[src/verilog/rrPkg.sv]
// Sizes shared by every block of the two-lane register-read stage
// Imported by each RTL module and used by the testbench for its models

package rrPkg;

  // Issue width
  localparam int NUM_LANES = 2;  // Issue lanes, one result bus each
  localparam int NUM_SRCS  = 2;  // Source operands per instruction
  localparam int RD_PORTS  = NUM_LANES * NUM_SRCS;

  // Physical register file
  localparam int PHYS_REGS  = 64;
  localparam int PHYS_TAG_W = 6;
  localparam int DATA_W     = 32;

  // Branch checkpoints
  localparam int CHECKPOINTS     = 4;  // Also the mask width
  localparam int CHECKPOINT_ID_W = 2;

  // Registers holding committed architectural state after reset
  localparam int ARCH_REGS = 32;

  localparam int ISSUE_TAG_W = 8;  // Opaque, passed through

  // Ready pattern restored on reset and on an exception
  localparam logic [PHYS_REGS-1:0] RDY_INIT = {
    {(PHYS_REGS - ARCH_REGS){1'b0}},
    {ARCH_REGS{1'b1}}
  };

endpackage

[src/verilog/operandBypass.sv]
`timescale 1ns/1ns
// Forwarding for the two sources of one lane
// Matches against this cycle's result buses are held for a cycle and then
// picked over the registered register-file data

module operandBypass (
  input  logic                                                clk,
  input  logic                                                arstN_i,
  input  logic [rrPkg::PHYS_TAG_W-1:0]                        src1Tag_i,
  input  logic [rrPkg::PHYS_TAG_W-1:0]                        src2Tag_i,
  input  logic [rrPkg::NUM_LANES-1:0]                         resultValid_i,
  input  logic [rrPkg::NUM_LANES-1:0][rrPkg::PHYS_TAG_W-1:0]  resultTag_i,
  input  logic [rrPkg::NUM_LANES-1:0][rrPkg::DATA_W-1:0]      resultData_i,
  input  logic [rrPkg::DATA_W-1:0]                            rf1Data_i,
  input  logic [rrPkg::DATA_W-1:0]                            rf2Data_i,
  output logic [rrPkg::DATA_W-1:0]                            operand1_o,
  output logic [rrPkg::DATA_W-1:0]                            operand2_o
);
  import rrPkg::*;

  logic [NUM_SRCS-1:0][PHYS_TAG_W-1:0] srcTag;
  logic [NUM_SRCS-1:0]                 hitD;
  logic [NUM_SRCS-1:0]                 hitQ;
  logic [NUM_SRCS-1:0][DATA_W-1:0]     fwdD;
  logic [NUM_SRCS-1:0][DATA_W-1:0]     fwdQ;

  assign srcTag = {src2Tag_i, src1Tag_i};

  always_comb begin
    hitD = '0;
    fwdD = '0;
    for (int s = 0; s < NUM_SRCS; s++) begin
      for (int l = 0; l < NUM_LANES; l++) begin
        if (resultValid_i[l] && (resultTag_i[l] == srcTag[s])) begin
          hitD[s] = 1'b1;
          fwdD[s] = resultData_i[l];  // Higher lane overrides
        end
      end
    end
  end

  always_ff @(posedge clk or negedge arstN_i) begin
    if (!arstN_i) begin
      hitQ <= '0;
    end else begin
      hitQ <= hitD;
    end
  end

  always_ff @(posedge clk) begin
    fwdQ <= fwdD;
  end

  // Second half of the stage
  assign operand1_o = hitQ[0] ? fwdQ[0] : rf1Data_i;
  assign operand2_o = hitQ[1] ? fwdQ[1] : rf2Data_i;

endmodule

[config.mk]
export PLATFORM = sky130hd
export DESIGN_NAME = operandBypass
export DESIGN_NICKNAME = d
export VERILOG_FILES = /design/src/verilog/rrPkg.sv /design/src/verilog/operandBypass.sv
export SDC_FILE = /design/constraint.sdc
export NUM_CORES = 1
export LEC_CHECK = 0
export ABC_AREA = 1
export BUFFER_PORTS_ARGS = -buffer_cell sky130_fd_sc_hd__buf_2
export CORE_MARGIN = 2
export CORE_UTILIZATION = 40
export DETAILED_ROUTE_END_ITERATION = 10
export PLACE_DENSITY = 0.84
export SYNTH_ARGS = -nofsm -noshare
export SYNTH_HDL_FRONTEND = slang
export SYNTH_SLANG_ARGS = --single-unit
[constraint.sdc]
create_clock -name clk -period 1.65 [get_ports clk]
set_input_delay 0.33 -clock clk [delete_from_list [all_inputs] [get_ports clk]]
set_output_delay 0.33 -clock clk [all_outputs]
set_load 0.01 [all_outputs]
==> metrics <==
most common cell after layout, fill and taps aside=buf_2; Total Routed Length=12900 um; DR pass1 iterations=4; cell count after synthesis=~460; Clk pin slew, worst setup/hold paths=about 0.08 ns; initial core utilization=about two fifths; final antenna diode count=0; failing checks=setup timing; WP data arrival=1.46 ns; synthesized area=~3800 um2; beginning of the critical path=hitQ[0]$_DFF_PN0_; TritonCTS Buffers=9; pwr dens=just over 700 nW/um2; Compound-Gate Fraction of Synth Area=2.01%; fin util=61.8%; Synth Area in Adders=0%; xor/xnor cell area share of the yosys netlist=0.462%; syn_area_per_cell=between 8 and 9 um2; Die Footprint=10300 um2; setup ws final=-0.143 ns; row count=35; Hold Fails Final Rpt=0; Routed Antenna Nets=0; Clock Path Buffers=2; Syn. warnings=0; post-synth top area cell=dfxtp_1; Clock Sinks=66; Tmin final=roughly 1.8 ns; wire per inst=between 15 and 20 um; final setup fails=64; layout cells sized above 1=a little over half; RSZ-0062 raised after global routing=yes; critical path launch point type=flip-flop; htree depth=3; core area=just over 9000 um2; most frequent cells in the layout=buf_2 (181), nand2_1 (147), nand3_1 (71); Die Ht=101 um; GP Congestion=roughly 0.86; setup repair bufs after CTS=0; largest net degree at the start of global routing=25; post-synthesis sequential area ratio=35.1%; Worst EP required=~1.3 ns; initial antenna violation count=0; FF+latch count, synth=66; Critical path destination=operand1_o[1]; Worst Path Max Fanout=16; detailed placement HPWL=9410 um; top cell type's share of synthesized area=33.8%; Synth cell types=26; max frequency=between 0.5 and 0.6 GHz; Congestion Overflow GR=0; Synth Net Count=620; fin crit share=109%; Leak=2.99 nW; 1st-iter DRT viols=131; status=complete, but fails checks; Layout area overhead=50.0%; Root Driver=clkbuf_8; maximum vdd drop=0.565 mV; Final #Nets=847; TritonCTS clock tree=done; mux cell area share after synthesis=19.0%; HP Class=input pin to flip-flop; overall power=4.01 mW; DRC violations left=0; DIE WIDTH=101 um; synth top area cells=dfxtp_1 (34%), nand2_1 (15%), mux2_2 (14%); vias per inst=5.11; worst setup path class=flip-flop to primary output; endpoint class of the critical path=primary output; Max-Cap Viols=0; vias in the first global route=approximately 3800; count of pins over their slew limit=0; port bufs=219; worst-margin pin slew=0.262 ns; Slew HR=between 80 and 90%; Ports=220; first-pass GRT wire length=18000 um; via count=approximately 4100; Synth Area in Simple Gates=35.3%; fillcell total=around 800; main combinational cell family by area after synthesis=simple AND/OR/NAND/NOR gates; Tot GR Track Use=22.6%
synthesized netlist by cell type:
library cell / n
nand2_2: 1
buf_4: 7
nand3_1: 71
nand2_1: 147
nand4_1: 1
nor2_4: 4
nand2_4: 1
mux2_1: 17
nand3b_4: 1
xnor2_1: 2
inv_2: 6
nor2_1: 6
dfrtp_1: 2
a21oi_1: 8
nor3_4: 1
clkbuf_1: 2
a21boi_1: 1
nand3_2: 29
o21ai_1: 4
dfxtp_1: 64
o21ai_2: 1
mux2_2: 47
nor2_2: 2
buf_2: 9
buf_6: 9
inv_1: 21
where the power goes:
part / leakage [nW] / internal [mW] / switching [mW]
Combinational: 2.34 / 0.464 / 0.402
Clock: 0.107 / 0.857 / 0.658
Sequential: 0.543 / 1.62 / 0.0102
routing by layer:
layer / GRT usage (%) / wire length (um) / vias to the layer above
met4: 6.24 / 229 / 0
met5: 0 / 0 / -
met3: 4.49 / 861 / 22
met1: 26.5 / 5220 / 1917
met2: 41.7 / 6590 / 199
li1: - / - / 1986
per-stage QoR:
stage / cell area [um2] / setup TNS [ns] / instances / setup slack, ns / hold slack (ns)
after floorplan: 3790 / 0 / 464 / 0.251 / 0.0344
after global placement: 5050 / 0 / 789 / 0.220 / 0.132
after detailed placement: 5050 / 0 / 789 / 0.172 / 0.132
after CTS: 5420 / -7.97 / 806 / -0.155 / 0.182
after global routing: 5690 / -9.50 / 807 / -0.190 / 0.187
final: 5690 / -6.85 / 807 / -0.143 / 0.199
flip-flops by register name, summed over array words and instances (netlist names):
| register | count |
|---|---|
| fwdQ | 64 |
| hitQ | 2 |
timing repair:
action / CTS / global route
cloned: 0 / 1
endpoints found under the setup margin: 64 / 64
hold buffers: 1 / 0
resized for setup: 29 / 48
endpoints found under the hold margin: 2 / 0
area by class of cell:
type	instances	area, um2	share of cell area, %
inverters	27	101	1.78
flip-flops and latches	66	1330	23.4
well taps	111	139	2.44
multi-input cells	344	2300	40.4
clock inverters	6	90.1	1.58
clock buffers	10	128	2.24
repair buffers	243	1600	28.1
cells by family (layout without fill, tap and decap cells):
| logic type | after synthesis | count (layout) |
|---|---|---|
| AND/OR/NAND/NOR | 264 | 264 |
| buffers and inverters | 54 | 286 |
| XOR/XNOR | 2 | 2 |
| multiplexers | 64 | 64 |
| AO/OA/AOI/OAI | 14 | 14 |
| flip-flops | 66 | 66 |
how the worst min path moves through the flow:
stage / start / endpoint / slack, ns / depth (start not counted)
final: resultData_i[39] / fwdQ[7]$_DFF_P_ / 0.20 / 3
after detailed placement: arstN_i / hitQ[1]$_DFF_PN0_ / 0.13 / 1
after CTS: resultData_i[43] / fwdQ[11]$_DFF_P_ / 0.18 / 3
after global routing: resultData_i[43] / fwdQ[11]$_DFF_P_ / 0.19 / 3
after global placement: arstN_i / hitQ[1]$_DFF_PN0_ / 0.13 / 1
after floorplan: arstN_i / hitQ[0]$_DFF_PN0_ / 0.03 / 0
worst max-delay path, cell delays in order (launching register included):
cell	delay, ns
dfrtp_1	0.44
buf_12	0.20
mux2_2	0.35
buf_2	0.14
(Power assumes the default switching activity.)
