**config.mk**
```make
export PLATFORM = sky130hd
export DESIGN_NAME = issueSquash
export DESIGN_NICKNAME = d
export VERILOG_FILES = /design/src/verilog/rrPkg.sv /design/src/verilog/issueSquash.sv
export SDC_FILE = /design/constraint.sdc
export NUM_CORES = 1
export LEC_CHECK = 0
export BUFFER_PORTS_ARGS = -buffer_cell sky130_fd_sc_hd__buf_4
export CAP_MARGIN = 25
export CORE_UTILIZATION = 33
export CTS_CLUSTER_DIAMETER = 30
export CTS_CLUSTER_SIZE = 25
export DETAILED_ROUTE_END_ITERATION = 16
export GPL_TIMING_DRIVEN = 0
export HOLD_SLACK_MARGIN = 0.15
export PLACE_DENSITY = 0.83
export SLEW_MARGIN = 30
export SYNTH_ARGS = -nofsm -noshare
export SYNTH_HDL_FRONTEND = slang
export SYNTH_SLANG_ARGS = --single-unit
```
**constraint.sdc**
```tcl
create_clock -name clk -period 0.8 [get_ports clk]
set_input_delay 0.04 -clock clk [delete_from_list [all_inputs] [get_ports clk]]
set_output_delay 0.04 -clock clk [all_outputs]
set_load 0.02 [all_outputs]
```
**src/verilog/rrPkg.sv**
```systemverilog
// Sizes shared by every block of the two-lane register-read stage
// Imported by each RTL module and used by the testbench for its models

package rrPkg;

  // Issue width
  localparam int NUM_LANES = 2;  // Issue lanes, one result bus each
  localparam int NUM_SRCS  = 2;  // Source operands per instruction
  localparam int RD_PORTS  = NUM_LANES * NUM_SRCS;

  // Physical register file
  localparam int PHYS_REGS  = 64;
  localparam int PHYS_TAG_W = 6;
  localparam int DATA_W     = 32;

  // Branch checkpoints
  localparam int CHECKPOINTS     = 4;  // Also the mask width
  localparam int CHECKPOINT_ID_W = 2;

  // Registers holding committed architectural state after reset
  localparam int ARCH_REGS = 32;

  localparam int ISSUE_TAG_W = 8;  // Opaque, passed through

  // Ready pattern restored on reset and on an exception
  localparam logic [PHYS_REGS-1:0] RDY_INIT = {
    {(PHYS_REGS - ARCH_REGS){1'b0}},
    {ARCH_REGS{1'b1}}
  };

endpackage

```
**src/verilog/issueSquash.sv**
```systemverilog
`timescale 1ns/1ns
// Kills issued instructions that sit under a resolved mispredicted branch,
// then registers valid and issue tag for all lanes

module issueSquash (
  input  logic                                                 clk,
  input  logic                                                 arstN_i,
  input  logic [rrPkg::NUM_LANES-1:0]                          issueValid_i,
  input  logic [rrPkg::NUM_LANES-1:0][rrPkg::CHECKPOINTS-1:0]  ckptMask_i,
  input  logic [rrPkg::NUM_LANES-1:0][rrPkg::ISSUE_TAG_W-1:0]  issueTag_i,
  input  logic                                                 ctrlVerified_i,
  input  logic                                                 ctrlMispredict_i,
  input  logic [rrPkg::CHECKPOINT_ID_W-1:0]                    ctrlCkptId_i,
  output logic [rrPkg::NUM_LANES-1:0]                          opValid_o,
  output logic [rrPkg::NUM_LANES-1:0][rrPkg::ISSUE_TAG_W-1:0]  opIssueTag_o
);
  import rrPkg::*;

  logic                 mispredict;
  logic [NUM_LANES-1:0] squash;

  assign mispredict = ctrlVerified_i && ctrlMispredict_i;

  always_comb begin
    for (int l = 0; l < NUM_LANES; l++) begin
      squash[l] = mispredict && ckptMask_i[l][ctrlCkptId_i];  // Depends on that branch
    end
  end

  always_ff @(posedge clk or negedge arstN_i) begin
    if (!arstN_i) begin
      opValid_o <= '0;
    end else begin
      opValid_o <= issueValid_i & ~squash;
    end
  end

  always_ff @(posedge clk) begin
    opIssueTag_o <= issueTag_i;
  end

endmodule

```
==> flow_summary.yaml, run 1 <==
status:
  outcome: "aborted with a tool error"
  stop_stage: "global routing"
  stop_error: "[ERROR DPL-0033] detailed placement checks failed during check placement."
synthesis:
  synth_top_area_frac: 0.7111
  synth.avg_cell_area_um2: 16.68
  synthCells: 27
  synth_edf_count: 0
  yosys_warnings: 0
  synth_top_cell_by_area: "dfxtp_1"
  synthMostInstantiatedCell: "dfxtp_1"
  synth_ff_type: "dfxtp_1"
  synth_cell_type_count: 7
  synthTopCellsByCount: "dfxtp_1, mux2i_1, dfrtp_1, o221a_1"
  ys_async_sr_fraction: 0.1111
  synth_nets: 59
  syn_area_um2: 450.4
  ys_ff_latch: 18
  synth.area.top_cells: "dfxtp_1, dfrtp_1, mux2i_1"
  synth.yosys.seq_area_share: 0.8222
cts:
  cts-root-buf: "clkbuf_4"
  clockBufferDepth: 2
  cts.htree.levels: 1
  clkSinkCount: 18
  cts_buffers: 3
placement:
  io_buffers: 48
  finalWeightedCongestion: 0.6714
  dp_worst_setup_slack_ns: 0.07599
floorplanning:
  initial_core_util: 0.3797
  die_w_um: 38.95
  fp-row-count: 12
  io_pins: 50
  die_h_um: 38.95
sta:
  grt-worst-endpoint: "opValid_o[0]"
  worst-ep-kind: "primary output"
grt:
  grt_max_degree: 11
  antenna_found_initial: 0
## what timing repair did
action / CTS
cloned: 0
hold buffers: 22
setup buffers: 0
setup endpoints to repair: 3
endpoints found under the hold margin: 20
gates resized for setup: 3
## kinds of logic after synthesis
| group | share of synthesized area |
|---|---|
| buffers and inverters | 0.01110 |
| muxes | 0.08889 |
| and+or+nand+nor | 0.02777 |
| DFF | 0.8222 |
| AOI/OAI and AO/OA | 0.05000 |
## metrics by stage
stage	instances	area [µm²]
2_1_floorplan	27	450.4
3_3_place_gp	89	828.3
3_5_place_dp	89	828.3
4_1_cts	115	1094
==> run 2, diff against run 1 <==
Settings changed: CORE_AREA set to 2 2 63 65, CORE_UTILIZATION 33 to unset, CTS_CLUSTER_DIAMETER 30 to unset, CTS_CLUSTER_SIZE 25 to unset, DIE_AREA set to 0 0 65 67, HOLD_SLACK_MARGIN 0.15 to unset, PLACE_DENSITY 0.83 to unset, PLACE_DENSITY_LB_ADDON set to 0.15.
==> flow_summary.yaml, run 2 <==
cells_and_area:
  num_antenna_cells: 0
  largestRegisters: "opIssueTag_o: 16 flops, opValid_o: 2 flops"
  fin_area_mm2: 0.001104
  drive_above_1_share: 0.5521
  largest-register: "opIssueTag_o"
  utilization: 0.3060
  area.growth.synth_to_final_pct: 145.0
  layout_commonest_cell: "buf_4"
  fin_cells: 144
  nNetsFinal: 129
  multi_input_area_um2: 75.07
  seq_area_um2: 370.4
  mostFrequentLayoutCells: "buf_4, dlygate4sd3_1, dfxtp_1"
  largest_reg_flops: 16
  fillCellCount: 379
sta:
  hold_viol: 0
  finalSetupViolCount: 0
  period_needed_ns: 0.7892
  max_slew.worst_pin.slew_ns: 0.1502
  slew_viol_final: 0
  slew_headroom: 0.8970
  setup_tns_ns: 0
  finalCritPeriodShare: 0.9865
  rsz0062_at_grt: "true"
  fmax_ghz: 1.267
placement:
  dp_cells: 123
  io_buffers: 48
  finalWeightedCongestion: 0.6512
  placed_cell_area_um2: 870.8
worst_setup_path:
  cp_num_cells: 1
  critPathLaunchType: "flop"
  timing_worst_setup_path_type: "flop to output port"
  path_cells: "buf_6"
  cpMaxStageDelayCell: "dfrtp_1"
  crit_required_ns: 0.76
  path_delay_family: "flip-flops"
  path_buf_inv: 1
  slowest_delay_ns: 0.37
  end_kind: "output port"
  critPathArrivalTime_ns: 0.75
  crit_fanout: 1
route:
  drt_first_pass_iters: 2
  finalWirelength_um: 1307
  dr.first_iter.drc_count: 11
  routed_via_density: 3.208
  drc: 0
  ant_nets: 0
  wire_per_inst_um: 9.076
  vias: 462
cts:
  cts.htree.levels: 1
  cts_tree: "yes"
  clockBufferDepth: 2
  clkSinkCount: 18
  clk_pin_slew_ns: 0.07
  cts_buffers: 3
  cts-root-buf: "clkbuf_8"
power_and_ir_drop:
  power_frac_seq: 0.472
  vdd_drop_max_v: 0.0005158
  p_sw_frac: 0.2087
  p_comb_frac: 0.176
  power.density_mw_per_mm2: 1846
  p_total_mw: 2.037
  clkPwrFrac: 0.352
  p_int_mw: 1.612
  p_switching_mw: 0.4251
  leakagePower_nw: 0.5268
floorplanning:
  initial_core_util: 0.1249
  die_w_um: 65
  coreArea_mm2: 0.003606
  die_h_um: 67
  fp-row-count: 22
  io_pins: 50
  die-area_mm2: 0.004355
synthesis:
  synth_top_cell_by_area: "dfxtp_1"
  synth_compound_area_frac: 0.05000
  synth_top_area_frac: 0.7111
  yosys.area_share.adder: 0
  synth.yosys.seq_area_share: 0.8222
  synth.area.top_cells: "dfxtp_1, dfrtp_1, mux2i_1"
  synthCells: 27
  synth_ff_type: "dfxtp_1"
  synth_cell_type_count: 7
  synth_top_family_by_area: "multiplexers"
  syn_area_um2: 450.4
  muxShareOfSynthArea: 0.08889
  synth.avg_cell_area_um2: 16.68
  synth-xor-area-share: 0
  synth_edf_count: 0
  synth_nets: 59
  synthTopCellsByCount: "dfxtp_1, mux2i_1, dfrtp_1, o221a_1"
  ys_ff_latch: 18
  yosys_warnings: 0
  yosys.area_share.simple: 0.02778
  ys_async_sr_fraction: 0.1111
  synthMostInstantiatedCell: "dfxtp_1"
hold_path:
  min_path_type: "primary input to flop"
  hold_depth: 2
  min_from: "issueValid_i[1]"
  hold_end: "opValid_o[1]"
grt:
  grt_pass1_wl_um: 1897
  gr-total-overflow: 0
  grt_pass1_vias: 461
  grt_max_degree: 11
  antenna_found_initial: 0
  track_usage: 0.06217
job:
  max_cap_violations: 0
status:
  outcome: "finished, final reports clean"
-- run 2: per-layer routing --
metal  track usage  part of all wire  routed length [µm]  vias up
met5             0                 0                   0        -
met4       0.06383             0.021                  27        0
met3       0.02365              0.16                 207        2
met2       0.09278              0.39                 513       41
met1       0.06511              0.43                 558      189
li1              -                 -                   -      230
-- run 2: cells by family (layout without fill, tap and decap cells) --
group | after synthesis | count (layout)
DFF | 18 | 18
muxes | 4 | 4
AOI/OAI and AO/OA | 2 | 2
and+or+nand+nor | 2 | 2
buffers and inverters | 1 | 70
-- run 2: metrics by stage --
stage	hold WS, ns	setup WS [ns]
floorplan	-0.2556	0.1627
global placement	-0.1779	0.08910
CTS	0.02648	-0.003915
detailed placement	-0.1750	0.08907
global route	0.03192	-0.02963
finish	0.03695	0.01077
-- run 2: power groups by stage --
stage	registers [mW]	clock network (mW)	logic [mW]
floorplan	1.05	0	0.0285
global placement	0.980	0	0.288
detailed placement	0.981	0	0.289
CTS	0.962	0.762	0.361
global route	0.966	0.796	0.380
finish	0.962	0.717	0.358
-- run 2: worst max-delay path by stage --
stage,start,endpoint
after floorplan,ctrlCkptId_i[0],opValid_o[0]
after global placement,ctrlCkptId_i[0],opValid_o[0]
after detailed placement,ctrlCkptId_i[1],opValid_o[0]
after CTS,opValid_o[0],opValid_o[0]
after global routing,opValid_o[1],opValid_o[1]
final,opValid_o[0],opValid_o[0]
-- run 2: repair_timing --
action / 4_1_cts / 5_1_grt
cloned: 0 / 0
hold buffers: 17 / 0
resized for setup: 2 / 0
setup buffers: 0 / 0
hold endpoints to repair: 18 / 0
setup endpoints to repair: 2 / 2
-- run 2: area by class of cell --
type / count / area share
repair buffers: 65 / 0.4875
flip-flops and latches: 18 / 0.3356
multi-input cells: 8 / 0.06803
well taps: 48 / 0.05442
clock buffers: 4 / 0.04989
plain buffers: 1 / 0.004535
Note: power is estimated with default switching activity, not from simulation.
