File: src/verilog/rrPkg.sv
// Sizes shared by every block of the two-lane register-read stage
// Imported by each RTL module and used by the testbench for its models

package rrPkg;

  // Issue width
  localparam int NUM_LANES = 2;  // Issue lanes, one result bus each
  localparam int NUM_SRCS  = 2;  // Source operands per instruction
  localparam int RD_PORTS  = NUM_LANES * NUM_SRCS;

  // Physical register file
  localparam int PHYS_REGS  = 64;
  localparam int PHYS_TAG_W = 6;
  localparam int DATA_W     = 32;

  // Branch checkpoints
  localparam int CHECKPOINTS     = 4;  // Also the mask width
  localparam int CHECKPOINT_ID_W = 2;

  // Registers holding committed architectural state after reset
  localparam int ARCH_REGS = 32;

  localparam int ISSUE_TAG_W = 8;  // Opaque, passed through

  // Ready pattern restored on reset and on an exception
  localparam logic [PHYS_REGS-1:0] RDY_INIT = {
    {(PHYS_REGS - ARCH_REGS){1'b0}},
    {ARCH_REGS{1'b1}}
  };

endpackage

File: src/verilog/readyScoreboard.sv
`timescale 1ns/1ns
// Ready bit per physical register for the issue logic
// Unmaps clear bits, wakeups set them; reset and exceptions reload the
// architectural pattern

module readyScoreboard (
  input  logic                                                clk,
  input  logic                                                arstN_i,
  input  logic                                                exceptionFlag_i,
  input  logic [rrPkg::NUM_LANES-1:0]                         unmapValid_i,
  input  logic [rrPkg::NUM_LANES-1:0][rrPkg::PHYS_TAG_W-1:0]  unmapTag_i,
  input  logic [rrPkg::NUM_LANES-1:0]                         wakeupValid_i,
  input  logic [rrPkg::NUM_LANES-1:0][rrPkg::PHYS_TAG_W-1:0]  wakeupTag_i,
  output logic [rrPkg::PHYS_REGS-1:0]                         phyRegRdy_o
);
  import rrPkg::*;

  logic [PHYS_REGS-1:0] rdyNext;

  always_comb begin
    rdyNext = phyRegRdy_o;
    for (int l = 0; l < NUM_LANES; l++) begin
      if (unmapValid_i[l]) begin
        rdyNext[unmapTag_i[l]] = 1'b0;
      end
    end
    // Sets applied after clears so a wakeup wins
    for (int l = 0; l < NUM_LANES; l++) begin
      if (wakeupValid_i[l]) begin
        rdyNext[wakeupTag_i[l]] = 1'b1;
      end
    end
  end

  always_ff @(posedge clk or negedge arstN_i) begin
    if (!arstN_i) begin
      phyRegRdy_o <= RDY_INIT;
    end else if (exceptionFlag_i) begin
      phyRegRdy_o <= RDY_INIT;  // Back to committed mapping
    end else begin
      phyRegRdy_o <= rdyNext;
    end
  end

endmodule

File: config.mk
export PLATFORM = sky130hd
export DESIGN_NAME = readyScoreboard
export DESIGN_NICKNAME = d
export VERILOG_FILES = /design/src/verilog/rrPkg.sv /design/src/verilog/readyScoreboard.sv
export SDC_FILE = /design/constraint.sdc
export NUM_CORES = 1
export LEC_CHECK = 0
export ABC_AREA = 1
export ABC_CLOCK_PERIOD_IN_PS = 2650
export BUFFER_PORTS_ARGS = -buffer_cell sky130_fd_sc_hd__buf_4
export CAP_MARGIN = 10
export CORE_MARGIN = 1.5
export CORE_UTILIZATION = 45
export DETAILED_ROUTE_END_ITERATION = 10
export HOLD_SLACK_MARGIN = 0.03
export PLACE_DENSITY = 0.69
export SLEW_MARGIN = 0
export SYNTH_ARGS = -nofsm -noshare
export SYNTH_HDL_FRONTEND = slang
export SYNTH_SLANG_ARGS = --single-unit
File: constraint.sdc
create_clock -name clk -period 2.65 [get_ports clk]
set_input_delay 0.795 -clock clk [delete_from_list [all_inputs] [get_ports clk]]
set_output_delay 0.795 -clock clk [all_outputs]
set_load 0.005 [all_outputs]
==> results of run 1 <==
## synth_stat cells, drive strengths merged, types with 7 or more instances
library cell,number
nor3,10
nand2,146
dfstp,32
o22ai,20
clkbuf,7
a21oi,51
nor2,123
nand3,80
nand4,17
inv,67
o211ai,28
dfrtp,32
buf,10
o21ai,14
## worst max path at each step
| stage | from | endpoint | slack [ns] | cells past startpoint |
|---|---|---|---|---|
| floorplan | wakeupTag_i[6] | phyRegRdy_o[54]$_DFF_PN0_ | 1.01 | 8 |
| global placement | unmapTag_i[11] | phyRegRdy_o[24]$_DFF_PN1_ | 0.55 | 5 |
| detailed placement | unmapTag_i[11] | phyRegRdy_o[24]$_DFF_PN1_ | 0.56 | 5 |
| CTS | phyRegRdy_o[16]$_DFF_PN1_ | phyRegRdy_o[16] | 0.83 | 1 |
| global route | unmapTag_i[11] | phyRegRdy_o[24]$_DFF_PN1_ | 0.81 | 5 |
| finish | phyRegRdy_o[16]$_DFF_PN1_ | phyRegRdy_o[16] | 0.83 | 1 |
## cell type report
cell class	instances	area, sq um	area share, %
clock buffers	10	149	2.79
multi-input cells	493	2340	43.9
repair buffers	96	721	13.5
well taps	129	161	3.03
inverters	67	251	4.71
clock inverters	6	66.3	1.24
flip-flops and latches	64	1640	30.8
## metrics by stage
step	cell area (sq um)	total power, uW	utilization [%]	setup WS [ns]
floorplan	4310	1200	-	1.01
global placement	5120	1370	55.1	0.545
detailed placement	5120	1370	55.1	0.558
CTS	5340	2280	57.5	0.830
global route	5340	2370	57.5	0.812
finish	5340	2290	57.5	0.831
## power groups by stage
stage	sequential, uW	clock (uW)	combinational (uW)
global route	1010	972	389
CTS	1010	926	350
detailed placement	1020	0	349
floorplan	1020	0	178
finish	1010	928	359
global placement	1020	0	346
## logic make-up after synthesis
group	after synthesis
buffers and inverters	84
AND/OR/NAND/NOR	376
AO/OA/AOI/OAI	117
flip-flops	64
## routing by layer
metal	vias up	wire, microns	track usage [%]	part of all wire, %
met5	-	0	0	0
met4	0	361	11.8	2.1
met3	23	1820	7.42	11
met2	293	7440	50.9	43
met1	2348	7580	50.3	44
li1	2329	-	-	-
==> flow_metrics.tcl, run 1 <==
set metrics [dict create \
    timing.rr.start "phyRegRdy_o[19]$_DFF_PN1_" \
    drc 0 \
    top_ports 95 \
    insertion_delay_of_the_later_clocked_pin_in_the_worst_skew_pair_ns 0.34 \
    cts.repair_timing.setup_buffer_count 0 \
    tightestPinTransition_ns 0.832 \
    crit_path_top_delay_cell "dfstp_2" \
    final.min_clock_period_ns 1.82 \
    ctsHtreeMaxLevel 3 \
    worst-setup-path-type "reg2out" \
    cts_resized 0 \
    max_cap_viol_count 0 \
    run_status "completed" \
    yosys_most_used_dff "dfstp_2" \
    synth_top_cell_area_share_pct 19.5 \
    post_synth_num_cell_types 19 \
    cts_hold_buffers 0 \
    power.switching_fraction_pct 30.6 \
    cts_tree "done" \
    max_freq_mhz 550 \
    synthesis.instances 641 \
    synth_area_per_cell_sq_um 6.73 \
    maximum_number_of_pins_on_one_net_before_global_route_repair 65 \
    placement.io_buffers 94 \
    drt_iter0_markers 520 \
    drt-vias-per-instance 5.77 \
    clock_sink_count 64 \
    async_flop_share_pct 100 \
    power.share.combinational_pct 15.6 \
    cts_made_buffers 9 \
    clk_root_buffer_cell "clkbuf_8" \
    vdd_ir_drop_max_mv 0.224 \
    grt_pass1_vias 4473 \
    place.detailed.instances 849 \
    die-area_sq_mm 0.0102 \
    detailed_route_wire_length_per_cell_microns 19.9 \
    min_path_type "reg2reg" \
    cellPowerDensity_mw_per_mm2 430 \
    path_max_fanout 2 \
    yosysWarnings 0 \
    global_route_usage_over_all_layers_pct 34.6 \
    synth_top_family_by_area "simple AND/OR/NAND/NOR gates" \
    setup_violations 0 \
    largest-register "phyRegRdy_o" \
    synth.cell_area_sq_mm 0.00431 \
    internal-power_uw 1590 \
    grt_pass1_wl_mm 26.0 \
    effective_utilization_at_floorplan_pct 46.5 \
    worst_hold_startpoint "phyRegRdy_o[2]$_DFF_PN1_" \
    via_count 4993 \
    clock_skew_ns 0 \
    start_kind "flip-flop" \
    power.leakage_uw 0.00229 \
    synth_edf_count 0 \
    timing.hold.worst_path_depth 2 \
    final_cell_count_no_fill 865 \
    crit_chain "buf_4" \
    synthMuxAreaShare_pct 0 \
    synth_largest_area_cell "dfstp_2" \
    antenna_cells 0 \
    critical_path_arrival_ns 1.02 \
    synthToLayoutAreaGrowth_pct 23.7 \
    yosys.area_share.adder_pct 0 \
    floorplan.rows 35 \
    synth_nets 672 \
    drive_above_1_share_pct 21.3 \
    chipHeight_microns 101 \
    fin_tns_setup_ns 0 \
    rsz_0062_raised_after_global_routing "false" \
    synth.ff_latch_count 64 \
    crit_buf_inv 1 \
    switchingPower_uw 702 \
    sequential_power_share_pct 43.9 \
    setup.worst_path.end_class "primary output" \
    clock_path_buffers 2 \
    final.hold.worst_slack_ns 0.503 \
    mostFrequentLayoutCells "nand2_1 (146), nor2_1 (121), buf_4 (96)" \
    gp_congestion 0.953 \
    timing.final.max_slew_violations 0 \
    holdPathEnd "phyRegRdy_o[2]$_DFF_PN1_" \
    largest_register_ff_count 64 \
    postRouteWirelength_mm 17.2 \
    slew_headroom_pct 44.5 \
    clkPwrFrac_pct 40.5 \
    floorplan_core_area_sq_mm 0.00928 \
    antenna_found_initial 0 \
    regToRegSetupSlack_ns 1.67 \
    synth_xor_area_share_pct 0 \
    synthSimpleGateAreaFrac_pct 38.3 \
    num-fill-cells 915 \
    complex_gate_fraction_of_the_synthesized_area_pct 16.0 \
    finalNetCount 762 \
    reg2reg_depth 3 \
    regToRegEndpoint "phyRegRdy_o[19]$_DFF_PN1_" \
    detail_route.first_pass.iterations 6 \
    critical-path-top-delay-family "flip-flops" \
    final_common_cell "nand2_1" \
    final_min_period_over_clock_period_pct 68.6 \
    grt_overflow_total 0 \
    detail-route-antenna-nets 0 \
    path_clk_slew_ns 0.09 \
    critical_path.max_stage_delay_ns 0.56 \
    ys_seq_area_share_pct 38.1 \
    timing.critical_path.required_ns 1.86 \
    layout_top_registers "phyRegRdy_o x64" \
    dpl.hpwl_mm 13.3 \
    dieWidth_microns 101 \
    synth.area.top_cells "dfstp_2 (19%), dfrtp_1 (19%), nand2_1 (13%)" \
    report.final.hold_viol_count 0 \
]
Power figures use the tool's default switching activity.
==> run 2: changes to the inputs <==
--- a/config.mk
+++ b/config.mk
@@ -6,7 +6,7 @@
 export NUM_CORES = 1
 export LEC_CHECK = 0
 export ABC_AREA = 1
-export ABC_CLOCK_PERIOD_IN_PS = 2650
+export ABC_CLOCK_PERIOD_IN_PS = 1850
 export BUFFER_PORTS_ARGS = -buffer_cell sky130_fd_sc_hd__buf_4
 export CAP_MARGIN = 10
 export CORE_MARGIN = 1.5
==> constraint.sdc (replaced) <==
create_clock -name clk -period 1.85 [get_ports clk]
set_input_delay 0.555 -clock clk [delete_from_list [all_inputs] [get_ports clk]]
set_output_delay 0.555 -clock clk [all_outputs]
set_load 0.005 [all_outputs]
==> flow_metrics.tcl, run 2 (synthesized netlist as in run 1, its figures left out) <==
set metrics [dict create \
    postRouteWirelength_mm 17.6 \
    min_path_type "in2async" \
    path_clk_slew_ns 0.07 \
    global_route_usage_over_all_layers_pct 35.4 \
    rsz_0062_raised_after_global_routing "false" \
    largest-register "phyRegRdy_o" \
    cts_resized 0 \
    cts_made_buffers 9 \
    ctsHtreeMaxLevel 3 \
    power.leakage_uw 0.00238 \
    layout_top_registers "phyRegRdy_o x64" \
    cellPowerDensity_mw_per_mm2 616 \
    critical-path-top-delay-family "flip-flops" \
    antenna_cells 0 \
    largest_register_ff_count 64 \
    grt_pass1_wl_mm 26.3 \
    setup_violations 0 \
    tightestPinTransition_ns 0.480 \
    cts_hold_buffers 0 \
    regToRegSetupSlack_ns 0.92 \
    critical_path_arrival_ns 1.03 \
    reg2reg_depth 3 \
    mostFrequentLayoutCells "nand2_1 (146), nor2_1 (121), buf_4 (108)" \
    clock_skew_ns 0 \
    clock_sink_count 64 \
    final.min_clock_period_ns 1.59 \
    top_ports 95 \
    slew_headroom_pct 67.8 \
    final_common_cell "nand2_1" \
    effective_utilization_at_floorplan_pct 46.5 \
    vdd_ir_drop_max_mv 0.356 \
    via_count 5035 \
    fin_util_pct 59.0 \
    num-fill-cells 940 \
    timing.final.max_slew_violations 0 \
    antenna_found_initial 1 \
    placement.io_buffers 94 \
    report.final.hold_viol_count 0 \
    finalNetCount 776 \
    detail_route.first_pass.iterations 6 \
    final_min_period_over_clock_period_pct 85.8 \
    grt_overflow_total 0 \
    grt_pass1_vias 4678 \
    dpl.hpwl_mm 13.8 \
    crit_path_top_delay_cell "dfstp_2" \
    fin_tns_setup_ns 0 \
    highest_layer_used_for_signal_routing "met4" \
    cts.repair_timing.setup_buffer_count 0 \
    max_freq_mhz 630 \
    drt-vias-per-instance 5.73 \
    gp_congestion 1.02 \
    drive_above_1_share_pct 22.8 \
    max_cap_viol_count 0 \
    clk_root_buffer_cell "clkbuf_8" \
    crit_buf_inv 1 \
    start_kind "flip-flop" \
    detail-route-antenna-nets 0 \
    dieWidth_microns 101 \
    synthToLayoutAreaGrowth_pct 27.0 \
    floorplan_core_area_sq_mm 0.00928 \
    route.met2.wl_mm 7.69 \
    timing.rr.start "phyRegRdy_o[11]$_DFF_PN1_" \
    insertion_delay_of_the_later_clocked_pin_in_the_worst_skew_pair_ns 0.35 \
    maximum_number_of_pins_on_one_net_before_global_route_repair 26 \
    drt_iter0_markers 526 \
    setup.worst_path.end_class "primary output" \
    critical_path.max_stage_delay_ns 0.57 \
    clock_path_buffers 2 \
    crit_chain "buf_4" \
    detailed_route_wire_length_per_cell_microns 20.1 \
    met3_length_mm 1.88 \
    cts_tree "done" \
    run_status "completed" \
    m1WireLength_mm 7.65 \
    die-area_sq_mm 0.0102 \
    path_max_fanout 2 \
    worst-setup-path-type "reg2out" \
    regToRegEndpoint "phyRegRdy_o[11]$_DFF_PN1_" \
    drc 0 \
    floorplan.rows 35 \
    timing.critical_path.required_ns 1.29 \
    chipHeight_microns 101 \
]
==> run 2: worst max-delay path by stage <==
stage,cells after the start,slack (ns),from,end
5_1_grt,1,0.24,phyRegRdy_o[22]$_DFF_PN1_,phyRegRdy_o[22]
6_report,1,0.26,phyRegRdy_o[16]$_DFF_PN1_,phyRegRdy_o[16]
2_1_floorplan,8,0.45,wakeupTag_i[6],phyRegRdy_o[54]$_DFF_PN0_
3_3_place_gp,7,0.14,unmapTag_i[5],phyRegRdy_o[31]$_DFF_PN1_
3_5_place_dp,7,0.11,unmapTag_i[5],phyRegRdy_o[31]$_DFF_PN1_
4_1_cts,1,0.27,phyRegRdy_o[22]$_DFF_PN1_,phyRegRdy_o[22]
==> run 2: per-stage QoR <==
stage / cell area (sq um) / setup slack [ns] / hold slack, ns / total power, uW / instances
floorplan: 4310 / 0.451 / 0.259 / 1720 / 641
global placement: 5250 / 0.138 / 0.471 / 1990 / 863
detailed placement: 5250 / 0.114 / 0.473 / 2000 / 863
CTS: 5480 / 0.268 / 0.101 / 3370 / 879
global route: 5480 / 0.237 / 0.103 / 3490 / 879
finish: 5480 / 0.262 / 0.0946 / 3370 / 879
==> run 2: area by class of cell <==
cell class	count	area (sq um)	area share, %
sequential	64	1640	30.0
inverter	67	251	4.59
tap	129	161	2.95
clock buffer	11	151	2.76
clock inverter	5	78.8	1.44
timing repair buffer	110	851	15.5
multi-input combinational	493	2340	42.8
==> run 2: power by group <==
group	total, uW	internal [uW]	leakage [uW]	switching (uW)
clock	1390	830	0.000119	558
sequential	1440	1430	0.000782	13.9
combinational	545	163	0.00148	382
total	3370	2420	0.00238	954
==> run 2: metal layers <==
metal	track usage (%)	vias to the layer above
met4	10.9	0
met2	52.5	266
met5	0	-
li1	-	2359
met1	50.6	2377
met3	9.29	33
==> run 3: changes to the inputs <==
--- a/config.mk
+++ b/config.mk
@@ -9,11 +9,13 @@
 export ABC_CLOCK_PERIOD_IN_PS = 1850
 export BUFFER_PORTS_ARGS = -buffer_cell sky130_fd_sc_hd__buf_4
 export CAP_MARGIN = 10
+export CELL_PAD_IN_SITES_DETAIL_PLACEMENT = 0
+export CELL_PAD_IN_SITES_GLOBAL_PLACEMENT = 1
 export CORE_MARGIN = 1.5
-export CORE_UTILIZATION = 45
+export CORE_UTILIZATION = 39
 export DETAILED_ROUTE_END_ITERATION = 10
 export HOLD_SLACK_MARGIN = 0.03
-export PLACE_DENSITY = 0.69
+export PLACE_DENSITY = 0.83
 export SLEW_MARGIN = 0
 export SYNTH_ARGS = -nofsm -noshare
 export SYNTH_HDL_FRONTEND = slang
==> flow_metrics.tcl, run 3 (synthesized netlist as in run 1, its figures left out) <==
set metrics [dict create \
    power.leakage_uw 0.00236 \
    top_ports 95 \
    worst-setup-path-type "reg2out" \
    drt_iter0_markers 557 \
    timing.final.max_slew_violations 0 \
    cts_made_buffers 9 \
    clock_sink_count 64 \
    effective_utilization_at_floorplan_pct 40.0 \
    final_min_period_over_clock_period_pct 85.6 \
    met3_length_mm 1.54 \
    drive_above_1_share_pct 23.0 \
    vdd_ir_drop_max_mv 0.308 \
    route.met2.wl_mm 7.81 \
    fin_util_pct 50.7 \
    critical_path.max_stage_delay_ns 0.57 \
    setup_violations 0 \
    clock_skew_ns 0 \
    final_common_cell "nand2_1" \
    timing.critical_path.required_ns 1.29 \
    synthToLayoutAreaGrowth_pct 26.9 \
    dieWidth_microns 108 \
    slew_headroom_pct 66.9 \
    critical_path_arrival_ns 1.03 \
    start_kind "flip-flop" \
    crit_chain "buf_4" \
    grt_pass1_vias 4588 \
    layout_top_registers "phyRegRdy_o x64" \
    largest_register_ff_count 64 \
    max_freq_mhz 631 \
    cellPowerDensity_mw_per_mm2 580 \
    antenna_found_initial 0 \
    insertion_delay_of_the_later_clocked_pin_in_the_worst_skew_pair_ns 0.34 \
    cts.repair_timing.setup_buffer_count 0 \
    run_status "completed" \
    postRouteWirelength_mm 17.9 \
    via_count 4999 \
    drt-vias-per-instance 5.60 \
    placement.io_buffers 94 \
    clock_path_buffers 2 \
    die-area_sq_mm 0.0117 \
    num-fill-cells 1103 \
    final.min_clock_period_ns 1.58 \
    detail-route-antenna-nets 0 \
    tightestPinTransition_ns 0.494 \
    drc 0 \
    crit_start "phyRegRdy_o[22]$_DFF_PN1_" \
    cts_hold_buffers 0 \
    cts_tree "done" \
    detailed_route_wire_length_per_cell_microns 20.0 \
    report.final.hold_viol_count 0 \
    mostFrequentLayoutCells "nand2_1 (146), nor2_1 (121), buf_4 (111)" \
    largest-register "phyRegRdy_o" \
    dpl.hpwl_mm 14.1 \
    global_route_usage_over_all_layers_pct 31.1 \
    critical-path-top-delay-family "flip-flops" \
    fin_tns_setup_ns 0 \
    detail_route.first_pass.iterations 7 \
    maximum_number_of_pins_on_one_net_before_global_route_repair 53 \
    m1WireLength_mm 8.10 \
    register_area_sq_mm 0.00164 \
    highest_layer_used_for_signal_routing "met4" \
    crit_buf_inv 1 \
    max_cap_viol_count 0 \
    multiInputGateArea_sq_mm 0.00234 \
    ctsHtreeMaxLevel 3 \
    cts_resized 0 \
    min_path_type "in2async" \
    grt_overflow_total 0 \
    path_clk_slew_ns 0.07 \
    rsz_0062_raised_after_global_routing "false" \
    path_max_fanout 2 \
    crit_path_top_delay_cell "dfstp_2" \
    grt_pass1_wl_mm 26.4 \
    timing.rr.start "phyRegRdy_o[11]$_DFF_PN1_" \
    gp_congestion 0.948 \
    antenna_cells 0 \
    setup.worst_path.end_class "primary output" \
    chipHeight_microns 108 \
    floorplan_core_area_sq_mm 0.0108 \
    floorplan.rows 38 \
    finalNetCount 779 \
    clk_root_buffer_cell "clkbuf_8" \
]
==> run 3: worst reg2reg max path, cell delays in order, from the launching register on <==
cell	delay, ns
dfstp_2	0.54
a21boi_0	0.15
o21ai_0	0.11
nand2_1	0.09
==> run 3: where the power goes <==
group / leakage, uW / switching (uW) / internal, uW
registers: 0.000782 / 14.5 / 1430
logic: 0.00149 / 377 / 167
clock network: 0.0000920 / 575 / 615
total: 0.00236 / 967 / 2210
==> run 3: final cells by class <==
class                           count  share of cell area (%)
Clock buffer                       10                    2.33
Clock inverter                      6                    1.10
Inverter                           67                    4.59
Multi-Input combinational cell    493                    42.8
Sequential cell                    64                    30.0
Tap cell                          140                    3.20
Timing Repair Buffer              113                    16.0
==> run 3: per-stage QoR <==
step | setup slack [ns] | std cells | power [uW] | hold slack [ns] | instance area, sq um
6_report | 0.266 | 893 | 3180 | 0.157 | 5470
5_1_grt | 0.225 | 893 | 3310 | 0.176 | 5470
4_1_cts | 0.262 | 893 | 3170 | 0.162 | 5470
3_5_place_dp | 0.112 | 877 | 2000 | 0.498 | 5290
3_3_place_gp | 0.0809 | 877 | 2000 | 0.490 | 5290
2_1_floorplan | 0.451 | 641 | 1720 | 0.259 | 4310
==> run 3: per-layer routing <==
metal  GRT usage, %  up-vias
met5              0        -
met2           45.1      246
met1           46.1     2374
met3           5.91       23
met4           10.7        0
li1               -     2356
==> run 3: final timing paths <==
kind / to / slack [ns] / cells past startpoint
worst min-delay path: phyRegRdy_o[48]$_DFF_PN0_ / 0.16 / 1
worst max register to register: phyRegRdy_o[11]$_DFF_PN1_ / 0.90 / 3
worst max-delay path: phyRegRdy_o[22] / 0.27 / 1
max in group asynchronous: phyRegRdy_o[2]$_DFF_PN1_ / 1.12 / 2
worst min register to register: phyRegRdy_o[9]$_DFF_PN1_ / 0.50 / 2
min in group clk: phyRegRdy_o[9]$_DFF_PN1_ / 0.50 / 2
